--- src/hdl/periph_config.svh ---
// Map assumes word aligned accesses only; regions outside 0 and 1 are unmapped
`ifndef PERIPH_CONFIG_SVH
`define PERIPH_CONFIG_SVH

// Bus widths
`define PERIPH_DATA_W          32
`define PERIPH_ADDR_W          32
`define PERIPH_OFFSET_W        12
`define PERIPH_REGION_W        4

// Source and target counts
`define PERIPH_NUM_TIMERS      2
`define PERIPH_NUM_EXT_IRQ     2
`define PERIPH_NUM_SRC         4
`define PERIPH_NUM_TGT         2
`define PERIPH_PRIO_W          3

// Region select in address bits 15..12
`define PERIPH_REGION_TIMER    4'h0
`define PERIPH_REGION_IRQ      4'h1

// Timer channel registers in one 16 byte block per channel
`define PERIPH_TMR_STRIDE      16
`define PERIPH_TMR_COUNT       0
`define PERIPH_TMR_CTRL        4
`define PERIPH_TMR_CMP         8

// Interrupt controller registers
`define PERIPH_IRQ_PRIO        0
`define PERIPH_IRQ_PENDING     16
`define PERIPH_IRQ_TGT_BASE    32
`define PERIPH_IRQ_TGT_STRIDE  16
`define PERIPH_IRQ_ENABLE      0
`define PERIPH_IRQ_THRESH      4
`define PERIPH_IRQ_CLAIM       8

`endif

--- src/hdl/periph_pkg.sv ---
// Shared bus and register types; all widths come from periph_config.svh
`include "periph_config.svh"

package periph_pkg;

    // Source id width that also holds id 0 for none
    localparam int SrcIdW = $clog2(`PERIPH_NUM_SRC + 1);

    typedef logic [`PERIPH_DATA_W-1:0]   data_t;
    typedef logic [`PERIPH_ADDR_W-1:0]   addr_t;
    typedef logic [`PERIPH_OFFSET_W-1:0] offset_t;
    typedef logic [`PERIPH_PRIO_W-1:0]   prio_t;
    typedef logic [SrcIdW-1:0]           src_id_t;
    typedef logic [`PERIPH_NUM_SRC-1:0]  src_vec_t;

    // APB request from the bus master
    typedef struct packed {
        logic  psel;
        logic  penable;
        logic  pwrite;
        addr_t paddr;
        data_t pwdata;
    } apb_req_t;

    typedef struct packed {
        data_t prdata;
        logic  pready;
        logic  pslverr;
    } apb_rsp_t;

    // Single-cycle register strobe towards one data module
    typedef struct packed {
        logic    wr;
        logic    rd;
        offset_t offset;
        data_t   wdata;
    } reg_req_t;

    typedef enum logic [1:0] {IDLE, ACCESS, RESP} access_state_e;

endpackage

--- src/hdl/apb_access_fsm.sv ---
// Fixed 3-cycle APB slave with no wait states; the master must never stall the response
`include "periph_config.svh"

module apb_access_fsm (
    input  logic                clk_i,
    input  logic                rst_n_i,
    input  periph_pkg::apb_req_t bus_req_i,
    output periph_pkg::apb_rsp_t bus_rsp_o,
    output periph_pkg::reg_req_t tmr_req_o,
    output periph_pkg::reg_req_t irq_req_o,
    input  periph_pkg::data_t    tmr_rdata_i,
    input  periph_pkg::data_t    irq_rdata_i
);
    import periph_pkg::*;

    access_state_e              state_q, state_d;
    logic [`PERIPH_REGION_W-1:0] region;
    logic                       upper_zero;
    logic                       tmr_sel, irq_sel, in_access;
    data_t                      rdata_mux, prdata_q;
    logic                       err_q;

    // ------------------------------------------------------------
    // Region decode
    // ------------------------------------------------------------
    assign region     = bus_req_i.paddr[`PERIPH_OFFSET_W +: `PERIPH_REGION_W];
    assign upper_zero = bus_req_i.paddr[`PERIPH_ADDR_W-1:`PERIPH_OFFSET_W+`PERIPH_REGION_W] == '0;
    assign tmr_sel    = upper_zero && (region == `PERIPH_REGION_TIMER);
    assign irq_sel    = upper_zero && (region == `PERIPH_REGION_IRQ);
    assign in_access  = (state_q == ACCESS);

    // Strobes reach only the addressed module, and only in ACCESS
    always_comb begin
        tmr_req_o.wr     = in_access && tmr_sel && bus_req_i.pwrite;
        tmr_req_o.rd     = in_access && tmr_sel && !bus_req_i.pwrite;
        tmr_req_o.offset = bus_req_i.paddr[`PERIPH_OFFSET_W-1:0];
        tmr_req_o.wdata  = bus_req_i.pwdata;
        irq_req_o.wr     = in_access && irq_sel && bus_req_i.pwrite;
        irq_req_o.rd     = in_access && irq_sel && !bus_req_i.pwrite;
        irq_req_o.offset = bus_req_i.paddr[`PERIPH_OFFSET_W-1:0];
        irq_req_o.wdata  = bus_req_i.pwdata;
    end

    assign rdata_mux = bus_req_i.pwrite ? '0 :
                       tmr_sel          ? tmr_rdata_i :
                       irq_sel          ? irq_rdata_i : '0;

    // ------------------------------------------------------------
    // Bus phase FSM
    // ------------------------------------------------------------
    always_comb begin
        state_d = state_q;
        case (state_q)
            IDLE:    if (bus_req_i.psel && bus_req_i.penable) state_d = ACCESS;
            ACCESS:  state_d = RESP;
            RESP:    state_d = IDLE;
            default: state_d = IDLE;
        endcase
    end

    always_ff @(posedge clk_i or negedge rst_n_i) begin
        if (!rst_n_i) begin
            state_q  <= IDLE;
            err_q    <= 1'b0;
            prdata_q <= '0;
        end else begin
            state_q <= state_d;
            // Read data and error captured once per access
            if (in_access) begin
                err_q    <= !(tmr_sel || irq_sel);
                prdata_q <= rdata_mux;
            end
        end
    end

    assign bus_rsp_o.prdata  = prdata_q;
    assign bus_rsp_o.pready  = (state_q == RESP);
    assign bus_rsp_o.pslverr = (state_q == RESP) && err_q;

    // Master side protocol rule
    a_penable_needs_psel: assert property (@(posedge clk_i) disable iff (!rst_n_i)
        bus_req_i.penable |-> bus_req_i.psel);

endmodule

--- src/hdl/periph_timer.sv ---
// Compare timers without prescaler; compare 0 on an enabled channel fires every cycle
`include "periph_config.svh"

module periph_timer (
    input  logic                         clk_i,
    input  logic                         rst_n_i,
    input  periph_pkg::reg_req_t          req_i,
    output periph_pkg::data_t             rdata_o,
    output logic [`PERIPH_NUM_TIMERS-1:0] irq_o
);
    import periph_pkg::*;

    localparam int NumTmr = `PERIPH_NUM_TIMERS;

    data_t             count_q [NumTmr];
    data_t             cmp_q   [NumTmr];
    logic [NumTmr-1:0] en_q;
    logic [NumTmr-1:0] irq_q;
    logic [NumTmr-1:0] wr_count, wr_ctrl, wr_cmp;

    function automatic offset_t reg_off(int t, int r);
        return offset_t'(`PERIPH_TMR_STRIDE * t + r);
    endfunction

    // Write decode per channel
    always_comb begin
        for (int t = 0; t < NumTmr; t++) begin
            wr_count[t] = req_i.wr && (req_i.offset == reg_off(t, `PERIPH_TMR_COUNT));
            wr_ctrl[t]  = req_i.wr && (req_i.offset == reg_off(t, `PERIPH_TMR_CTRL));
            wr_cmp[t]   = req_i.wr && (req_i.offset == reg_off(t, `PERIPH_TMR_CMP));
        end
    end

    always_ff @(posedge clk_i or negedge rst_n_i) begin
        if (!rst_n_i) begin
            for (int t = 0; t < NumTmr; t++) begin
                count_q[t] <= '0;
                cmp_q[t]   <= '0;
            end
            en_q  <= '0;
            irq_q <= '0;
        end else begin
            for (int t = 0; t < NumTmr; t++) begin
                irq_q[t] <= 1'b0;
                // A bus write to count wins over counting
                if (wr_count[t]) begin
                    count_q[t] <= req_i.wdata;
                end else if (en_q[t]) begin
                    if (count_q[t] == cmp_q[t]) begin
                        count_q[t] <= '0;
                        irq_q[t]   <= 1'b1;
                    end else begin
                        count_q[t] <= count_q[t] + 1'b1;
                    end
                end
                if (wr_ctrl[t]) en_q[t]  <= req_i.wdata[0];
                if (wr_cmp[t])  cmp_q[t] <= req_i.wdata;
            end
        end
    end

    // Read mux with unused offsets reading 0
    always_comb begin
        rdata_o = '0;
        for (int t = 0; t < NumTmr; t++) begin
            if (req_i.offset == reg_off(t, `PERIPH_TMR_COUNT)) rdata_o = count_q[t];
            if (req_i.offset == reg_off(t, `PERIPH_TMR_CTRL))  rdata_o = data_t'(en_q[t]);
            if (req_i.offset == reg_off(t, `PERIPH_TMR_CMP))   rdata_o = cmp_q[t];
        end
    end

    assign irq_o = irq_q;

endmodule

--- src/hdl/irq_ctrl.sv ---
// Level gateways only; a claim read with no candidate returns 0 and changes nothing
`include "periph_config.svh"

module irq_ctrl (
    input  logic                      clk_i,
    input  logic                      rst_n_i,
    input  periph_pkg::reg_req_t       req_i,
    output periph_pkg::data_t          rdata_o,
    input  periph_pkg::src_vec_t       src_i,
    output logic [`PERIPH_NUM_TGT-1:0] irq_o
);
    import periph_pkg::*;

    localparam int NumSrc = `PERIPH_NUM_SRC;
    localparam int NumTgt = `PERIPH_NUM_TGT;

    prio_t             prio_q   [NumSrc];
    src_vec_t          en_q     [NumTgt];
    prio_t             thresh_q [NumTgt];
    src_vec_t          pending_q, pending_d;
    src_vec_t          inflight_q, inflight_d;
    src_id_t           best_id   [NumTgt];
    prio_t             best_prio [NumTgt];
    logic [NumTgt-1:0] claim_rd, claim_wr;

    function automatic offset_t prio_off(int s);
        return offset_t'(`PERIPH_IRQ_PRIO + 4 * s);
    endfunction

    function automatic offset_t tgt_off(int t, int r);
        return offset_t'(`PERIPH_IRQ_TGT_BASE + `PERIPH_IRQ_TGT_STRIDE * t + r);
    endfunction

    // ------------------------------------------------------------
    // Arbitration per target
    // ------------------------------------------------------------
    always_comb begin
        for (int t = 0; t < NumTgt; t++) begin
            best_id[t]   = '0;
            best_prio[t] = '0;
            // Strict compare keeps the lowest id on a tie
            for (int s = 0; s < NumSrc; s++) begin
                if (pending_q[s] && en_q[t][s] && (prio_q[s] > thresh_q[t]) &&
                    (prio_q[s] > best_prio[t])) begin
                    best_id[t]   = src_id_t'(s + 1);
                    best_prio[t] = prio_q[s];
                end
            end
            irq_o[t]    = (best_id[t] != '0);
            claim_rd[t] = req_i.rd && (req_i.offset == tgt_off(t, `PERIPH_IRQ_CLAIM));
            claim_wr[t] = req_i.wr && (req_i.offset == tgt_off(t, `PERIPH_IRQ_CLAIM));
        end
    end

    // ------------------------------------------------------------
    // Gateways, claim and complete
    // ------------------------------------------------------------
    always_comb begin
        pending_d  = pending_q | (src_i & ~pending_q & ~inflight_q);
        inflight_d = inflight_q;
        for (int t = 0; t < NumTgt; t++) begin
            for (int s = 0; s < NumSrc; s++) begin
                if (claim_rd[t] && (best_id[t] == src_id_t'(s + 1))) begin
                    pending_d[s]  = 1'b0;
                    inflight_d[s] = 1'b1;
                end
                if (claim_wr[t] && (req_i.wdata == data_t'(s + 1))) inflight_d[s] = 1'b0;
            end
        end
    end

    always_ff @(posedge clk_i or negedge rst_n_i) begin
        if (!rst_n_i) begin
            for (int s = 0; s < NumSrc; s++) prio_q[s] <= '0;
            for (int t = 0; t < NumTgt; t++) begin
                en_q[t]     <= '0;
                thresh_q[t] <= '0;
            end
            pending_q  <= '0;
            inflight_q <= '0;
        end else begin
            pending_q  <= pending_d;
            inflight_q <= inflight_d;
            for (int s = 0; s < NumSrc; s++) begin
                if (req_i.wr && (req_i.offset == prio_off(s)))
                    prio_q[s] <= req_i.wdata[`PERIPH_PRIO_W-1:0];
            end
            for (int t = 0; t < NumTgt; t++) begin
                if (req_i.wr && (req_i.offset == tgt_off(t, `PERIPH_IRQ_ENABLE)))
                    en_q[t] <= req_i.wdata[NumSrc-1:0];
                if (req_i.wr && (req_i.offset == tgt_off(t, `PERIPH_IRQ_THRESH)))
                    thresh_q[t] <= req_i.wdata[`PERIPH_PRIO_W-1:0];
            end
        end
    end

    // Read mux; claim data is the current best id
    always_comb begin
        rdata_o = '0;
        if (req_i.offset == offset_t'(`PERIPH_IRQ_PENDING)) rdata_o = data_t'(pending_q);
        for (int s = 0; s < NumSrc; s++) begin
            if (req_i.offset == prio_off(s)) rdata_o = data_t'(prio_q[s]);
        end
        for (int t = 0; t < NumTgt; t++) begin
            if (req_i.offset == tgt_off(t, `PERIPH_IRQ_ENABLE)) rdata_o = data_t'(en_q[t]);
            if (req_i.offset == tgt_off(t, `PERIPH_IRQ_THRESH)) rdata_o = data_t'(thresh_q[t]);
            if (req_i.offset == tgt_off(t, `PERIPH_IRQ_CLAIM))  rdata_o = data_t'(best_id[t]);
        end
    end

    // Gateway and claim together keep the two marks exclusive
    a_pend_xor_flight: assert property (@(posedge clk_i) disable iff (!rst_n_i)
        (pending_q & inflight_q) == '0);

endmodule

--- src/hdl/periph_top.sv ---
// Peripheral subsystem top; irq_ext_i must be synchronous levels, held until serviced
`include "periph_config.svh"

module periph_top (
    input  logic                          clk_i,
    input  logic                          rst_n_i,
    input  periph_pkg::apb_req_t           bus_req_i,
    output periph_pkg::apb_rsp_t           bus_rsp_o,
    input  logic [`PERIPH_NUM_EXT_IRQ-1:0] irq_ext_i,
    output logic [`PERIPH_NUM_TGT-1:0]     irq_o
);
    import periph_pkg::*;

    reg_req_t                       tmr_req, irq_req;
    data_t                          tmr_rdata, irq_rdata;
    logic [`PERIPH_NUM_TIMERS-1:0]  tmr_irq;
    src_vec_t                       irq_src;

    // ------------------------------------------------------------
    // Bus access
    // ------------------------------------------------------------
    apb_access_fsm u_access (
        .clk_i       ( clk_i     ),
        .rst_n_i     ( rst_n_i   ),
        .bus_req_i   ( bus_req_i ),
        .bus_rsp_o   ( bus_rsp_o ),
        .tmr_req_o   ( tmr_req   ),
        .irq_req_o   ( irq_req   ),
        .tmr_rdata_i ( tmr_rdata ),
        .irq_rdata_i ( irq_rdata )
    );

    periph_timer u_timer (
        .clk_i   ( clk_i     ),
        .rst_n_i ( rst_n_i   ),
        .req_i   ( tmr_req   ),
        .rdata_o ( tmr_rdata ),
        .irq_o   ( tmr_irq   )
    );

    // Source ids 1..2 are the timers, 3..4 the external lines
    assign irq_src = {irq_ext_i, tmr_irq};

    irq_ctrl u_irq (
        .clk_i   ( clk_i     ),
        .rst_n_i ( rst_n_i   ),
        .req_i   ( irq_req   ),
        .rdata_o ( irq_rdata ),
        .src_i   ( irq_src   ),
        .irq_o   ( irq_o     )
    );

endmodule

--- config.mk ---
export PLATFORM = sky130hd
export DESIGN_NAME = periph_top
export DESIGN_NICKNAME = d
export VERILOG_FILES = /design/src/hdl/periph_pkg.sv /design/src/hdl/apb_access_fsm.sv /design/src/hdl/periph_timer.sv /design/src/hdl/irq_ctrl.sv /design/src/hdl/periph_top.sv
export VERILOG_INCLUDE_DIRS = /design/src /design/src/hdl
export SDC_FILE = /design/constraint.sdc
export NUM_CORES = 1
export LEC_CHECK = 0
export ABC_CLOCK_PERIOD_IN_PS = 6800
export BUFFER_PORTS_ARGS = -buffer_cell sky130_fd_sc_hd__buf_2
export CORE_ASPECT_RATIO = 1.2
export CORE_MARGIN = 2
export CORE_UTILIZATION = 43
export DETAILED_ROUTE_END_ITERATION = 10
export PLACE_DENSITY = 0.61
export SLEW_MARGIN = 30
export SYNTH_ARGS = -nofsm -noshare
export SYNTH_HDL_FRONTEND = slang
export SYNTH_SLANG_ARGS = --single-unit
--- constraint.sdc ---
create_clock -name clk_i -period 6.8 [get_ports clk_i]
set_input_delay 1.36 -clock clk_i [delete_from_list [all_inputs] [get_ports clk_i]]
set_output_delay 1.36 -clock clk_i [all_outputs]
set_load 0.005 [all_outputs]
Yosys cells after proc, flatten, opt, wreduce, memory -nomap -nowiden
Index checks and enable logic that the tools add are counted.
{ "word_totals": {"reg_bits": 201, "latch_bits": 0, "ram_bits": 0, "mem_bits_ro": 0, "inputBits": 71, "out_inout_bits": 36, "elab_cells": 229, "n_memories": 0} }
{ "classes": {"add_sub_neg": 2, "n_mul": 0, "div": 0, "n_lt_le_gt_ge": 15, "n_eq_ne": 30, "shifts": 0, "muxes": 72, "n_bitwise": 5, "reduce_logical": 82} }
{ "op_table": {"columns": ["op", "count"], "rows": [
  ["$mux 32", 15],
  ["$eq 12x6->1 const B", 6],
  ["$logic_and 1x1->1", 67],
  ["$add 32x1->32 const B", 2],
  ["$eq 32x2->1 const B", 2],
  ["$eq 32x32->1", 2],
  ["$mux 4", 11],
  ["$gt 3x3->1", 14],
  ["$eq 12x5->1 const B", 3],
  ["$eq 32x1->1 const B", 1],
  ["$eq 32x3->1 const B", 1],
  ["$mux 1", 32],
  ["$mux 3", 10],
  ["$eq 12x4->1 const B", 2],
  ["$logic_not 16->1", 1],
  ["$reduce_bool 4->1", 4],
  ["$eq 12x3->1 const B", 1],
  ["$eq 3x2->1 const B", 4],
  ["$logic_not 12->1", 1],
  ["$and 4x4->4", 2],
  ["$not 4->4", 2],
  ["$eq 3x1->1 const B", 2],
  ["$eq 3x3->1 const B", 2],
  ["$mux 2", 3],
  ["13 further kinds", 16]
]} }

Logic depth before layout (Yosys ltp)
{ "logic_depth": {"depth_word": 20, "depth_mapped": 28} }

By module
From an unflattened synthesis, not the netlist that was laid out.
{ "hier_totals": {"cells_unflattened": 1613, "hier_area_um2": 14493.9} }
{ "modules_own_cells": {"columns": ["module", "n_inst", "cells_each", "area_each_um2", "seq_area_each_um2"], "rows": [
  ["periph_timer", 1, 921, 8429.3, 3303.2],
  ["irq_ctrl", 1, 400, 3393.3, 850.8],
  ["apb_access_fsm", 1, 292, 2671.3, 875.8]
]} }

Least setup slack after synthesis
No wires, ideal clock.
{ "synth_path": {"path_kind": "register to output", "from": "register u_irq.prio_q[10] (netlist name)", "to": "output port irq_o[1]", "arrival_time_ns": 4.288, "t_required_ns": 5.440, "slack_ns": 1.152, "stages_incl_launch_ff": 24, "path_buffers": 2, "cell_sequence": "dfrtp_1 > ha_1 > nor2b_1 > o21ai_0 > a21oi_1 > nand2_1 > ha_1 > a21oi_1 > o21ai_0 > nand4_1 > clkbuf_1 > nor2_1 > a31oi_1 > ha_1 > a21oi_1 > nand2_1 > nand4_1 > clkbuf_1 > mux2_2 > ha_1 > nand3b_1 > nand2_1 > nand4_1 > nand4b_1"} }
{ "synth_between": {"elab_chain_len": 14} }
{ "synth_rtl": {"columns": ["element", "line_no", "source"], "rows": [
  ["start: declaration", "irq_ctrl.sv:17", "prio_t prio_q [NumSrc];"],
  ["start signal: indexed assignment", "irq_ctrl.sv:86", "prio_q[s] <= req_i.wdata[`PERIPH_PRIO_W-1:0];"],
  ["$gt 3x3->1", "irq_ctrl.sv:43", "if (pending_q[s] && en_q[t][s] && (prio_q[s] > thresh_q[t]) &&"],
  ["$logic_and 1x1->1 (2 in a row)", "irq_ctrl.sv:43", null],
  ["$mux 3", "irq_ctrl.sv:43", null],
  ["$gt 3x3->1", "irq_ctrl.sv:44", "(prio_q[s] > best_prio[t])) begin"],
  ["$logic_and 1x1->1", "irq_ctrl.sv:43", null],
  ["$mux 3", "irq_ctrl.sv:43", null],
  ["$gt 3x3->1", "irq_ctrl.sv:44", null],
  ["$logic_and 1x1->1", "irq_ctrl.sv:43", null],
  ["$mux 3", "irq_ctrl.sv:43", null],
  ["$gt 3x3->1", "irq_ctrl.sv:44", null],
  ["$logic_and 1x1->1", "irq_ctrl.sv:43", null],
  ["$mux 3 (*)", "irq_ctrl.sv:43", null],
  ["$reduce_bool 3->1 (*)", "irq_ctrl.sv:49", "irq_o[t] = (best_id[t] != '0);"],
  ["end: declaration", "periph_top.sv:10", "output logic [`PERIPH_NUM_TGT-1:0] irq_o"]
]} }
Mark *: on every way between the ends. The rest lies on a longest branch, timed or not.

Final worst setup path
{ "layout_path": {"from": "register u_irq.prio_q[10] (netlist name)", "to": "output port irq_o[0]"} }
Same word-level chain as after synthesis.

==> flow_summary.toml <==
[synthesis]
ys_top_cells_by_area = "dfrtp_1 (40%), nand2_1 (4.7%), o21ai_0 (4.7%), mux2_2 (4.5%), ha_1 (4.4%)"
yosysUniqueCellTypes = 63
synth_flop_cell = "dfrtp_1"
seq_area_frac_synth_pct = 39.9
syn-instance-count = 1410
avgSynthCellArea_um2 = 8.94
ys_async_sr_fraction_pct = 100
synth_warnings = 0
ys_ff_latch = 201
syn_area_mm2 = 0.0126
syn_nets = 1525
synth_top_area_share_pct = 39.9
yosys.area.top_type = "dfrtp_1"
synth-edff-count = 0

[clocking]
cts_sinks = 201
h-tree-depth = 1
cts_hold_buffers = 0
cts_root_buf = "clkbuf_16"
clockBufferDepth = 3
cts-buffers-inserted = 23
clock_latency_ps = 510
clkTransAtPathRegs_ps = 60
cts_tree = "yes"

[floorplanning]
initial_core_util_pct = 43.7
rows = 68
core_mm2 = 0.0288
die_w_um = 160
dieArea_mm2 = 0.0307
chipHeight_um = 192
ioPinCount = 107

[hold_path]
hold_start = "u_access.state_q[1]"
hold_class = "reg -> reg"
holdPathStages = 1

[placed_design]
placed_cell_area_mm2 = 0.0134
dp_hpwl_mm = 32.6
io_buffers = 106
routabilityCongestion = 0.931
pre_cts_ws_ps = 370

[status]
status = "finished clean"

[timing]
final-setup-viol-count = 0
relSlewSlack_pct = 30.6
timing.final.max_slew_violations = 0
finalSetupTns_ps = 0
finalHoldViolCount = 0
rsz0062_at_grt = "yes"
worstMarginPinSlew_ps = 1030
fin_crit_ps = 6390
finalCritPeriodShare_pct = 94.0
final.setup.worst_slack_ps = 405
max_freq_ghz = 0.156
skew_ps = 16.0

[final_layout]
drive_gt1_share_pct = 18.2
stdcell_area_mm2 = 0.0143
final_nets = 1590
syn2layout_area_growth_pct = 13.8
diodes = 0
utilization_pct = 49.7

[critical_path]
crit_type = "reg -> out"
regToRegSetupSlack_ps = 1270
rr_worst_depth = 23
r2r-start = "u_irq.prio_q[10]"
crit_path_end_kind = "output port"
crit_arrival_ps = 5030
path_max_fanout = 9
start_kind = "flop"
rr_endpoint = "u_access.prdata_q[2]"
cp.required_ps = 5440
setup.worst_path.end = "irq_o[0]"
crit_start = "u_irq.prio_q[10]"

[global_route]
grt_pass1_vias = 11000
grt-ovfl-total = 0
antenna_found_initial = 1
grt_pass1_wl_mm = 68.7
grt.total_usage_pct = 29.3
grt_max_degree = 150

[power_and_ir_drop]
ir_drop_mv = 0.155
totalPowerFinal_mw = 2.68
power_density_mw_per_mm2 = 187
p_leak_nw = 6.18

[run]
drv_cap = 0

[route]
ant_nets = 0
drtPass1Iterations = 6
finalWirelength_mm = 45.2
drt_drc_violations_left = 0
via_per_inst = 6.16
drtIter0Drc = 1090
dr_total_vias = 11600
wl_per_cell_um = 24.1
==> cells in the final DEF (no fill, tap or decap), types with 10 or more instances in the layout <==
master and count:
mux2_2 50, nor4_1 26, buf_4 29, buf_2 105, mux2i_1 13, inv_1 30
nand3_1 45, a22oi_1 30, nand2_1 158, nand4_1 42, a31oi_1 18, clkbuf_16 23
a22o_1 24, dfrtp_1 200, nor2_1 110, a221oi_1 24, a21oi_1 89, ha_1 44
mux2_4 26, nor3_1 32, xnor2_1 36, o21ai_0 119, xor2_1 44, and3_1 18
nor2b_1 10
==> how the worst min path moves through the flow <==
| stage | to | slack (ps) |
|---|---|---|
| after CTS | u_access.state_q[0] | 450 |
| final | u_access.state_q[0] | 460 |
| after floorplan | u_access.state_q[0] | 410 |
| after detailed placement | u_access.state_q[0] | 440 |
| after global placement | u_access.state_q[0] | 420 |
| after global routing | u_access.state_q[0] | 480 |
==> sequential cells by signal, summed over array words and instances, names as in the netlist, 4 cells and up <==
register           flops
u_access.prdata_q     32
u_irq.en_q             8
u_irq.inflight_q       4
u_irq.pending_q        4
u_irq.prio_q          12
u_irq.thresh_q         6
u_timer.cmp_q         64
u_timer.count_q       64
==> worst max-delay path, cell delays in order (launching register included) <==
cell,delay [ps]
dfrtp_2,500
ha_1,330
nor2b_1,120
o21ai_0,90
a21oi_2,300
nand2_1,100
ha_1,330
a31oi_1,170
nand4_1,240
a31oi_1,330
ha_1,310
a31oi_1,180
nand4_1,230
nand2_1,120
o21ai_0,90
ha_1,340
nand2_1,60
o21ai_0,170
nand4_1,230
nand3b_1,160
buf_2,120
==> cell families after synthesis <==
family	synth area share, %
AND/OR/NAND/NOR	19.7
XOR/XNOR	5.56
adder cells (fa/ha/maj)	4.37
buffers and inverters	4.02
flip-flops	39.9
multiplexers	8.60
AO/OA/AOI/OAI	17.9
==> synthesized netlist by cell type, types with 18 or more instances <==
cell,instances
dfrtp_1,201
nor2_1,115
xnor2_1,36
a21oi_1,91
clkbuf_1,80
a22oi_1,30
nand3_1,45
nor4_1,26
mux2_2,50
nand4_1,42
and3_1,18
a221oi_1,24
o21ai_0,119
a22o_1,24
nor3_1,32
nand2_1,159
ha_1,44
a31oi_1,18
xor2_1,44
mux2_4,26
inv_1,30
==> metrics by stage <==
stage,hold slack [ps],std cells
global placement,423,1823
CTS,448,1865
global route,477,1876
detailed placement,438,1823
finish,459,1876
floorplan,413,1410
==> where the power goes <==
part	switching, mW	total (mW)	leakage [nW]	internal, mW
Clock	0.525	1.38	0.406	0.854
Combinational	0.0772	0.103	3.31	0.0253
Sequential	0.000803	1.20	2.46	1.20
Total	0.603	2.68	6.18	2.08
==> layer usage <==
| metal | part of all wire, % | global-route usage, % | vias up |
|---|---|---|---|
| met2 | 49 | 50.6 | 486 |
| met4 | 6.4 | 16.6 | 0 |
| met1 | 39 | 35.6 | 5654 |
| met3 | 5.8 | 3.47 | 136 |
| met5 | 0 | 0 | - |
| li1 | - | - | 5278 |
==> layout make-up <==
type	instances	area, um^2
multi-input combinational	1083	7110
inverter	30	113
clock buffer	29	638
clock inverter	12	194
tap	385	482
timing repair buffer	136	777
sequential	201	5030
fill	2784	14500
==> timing repair <==
action                                  4_1_cts  5_1_grt
endpoints found under the setup margin        2        2
pin swaps                                     1        6
setup buffers                                 1       11
gates resized for setup                       2        1
Power figures use the tool's default switching activity.
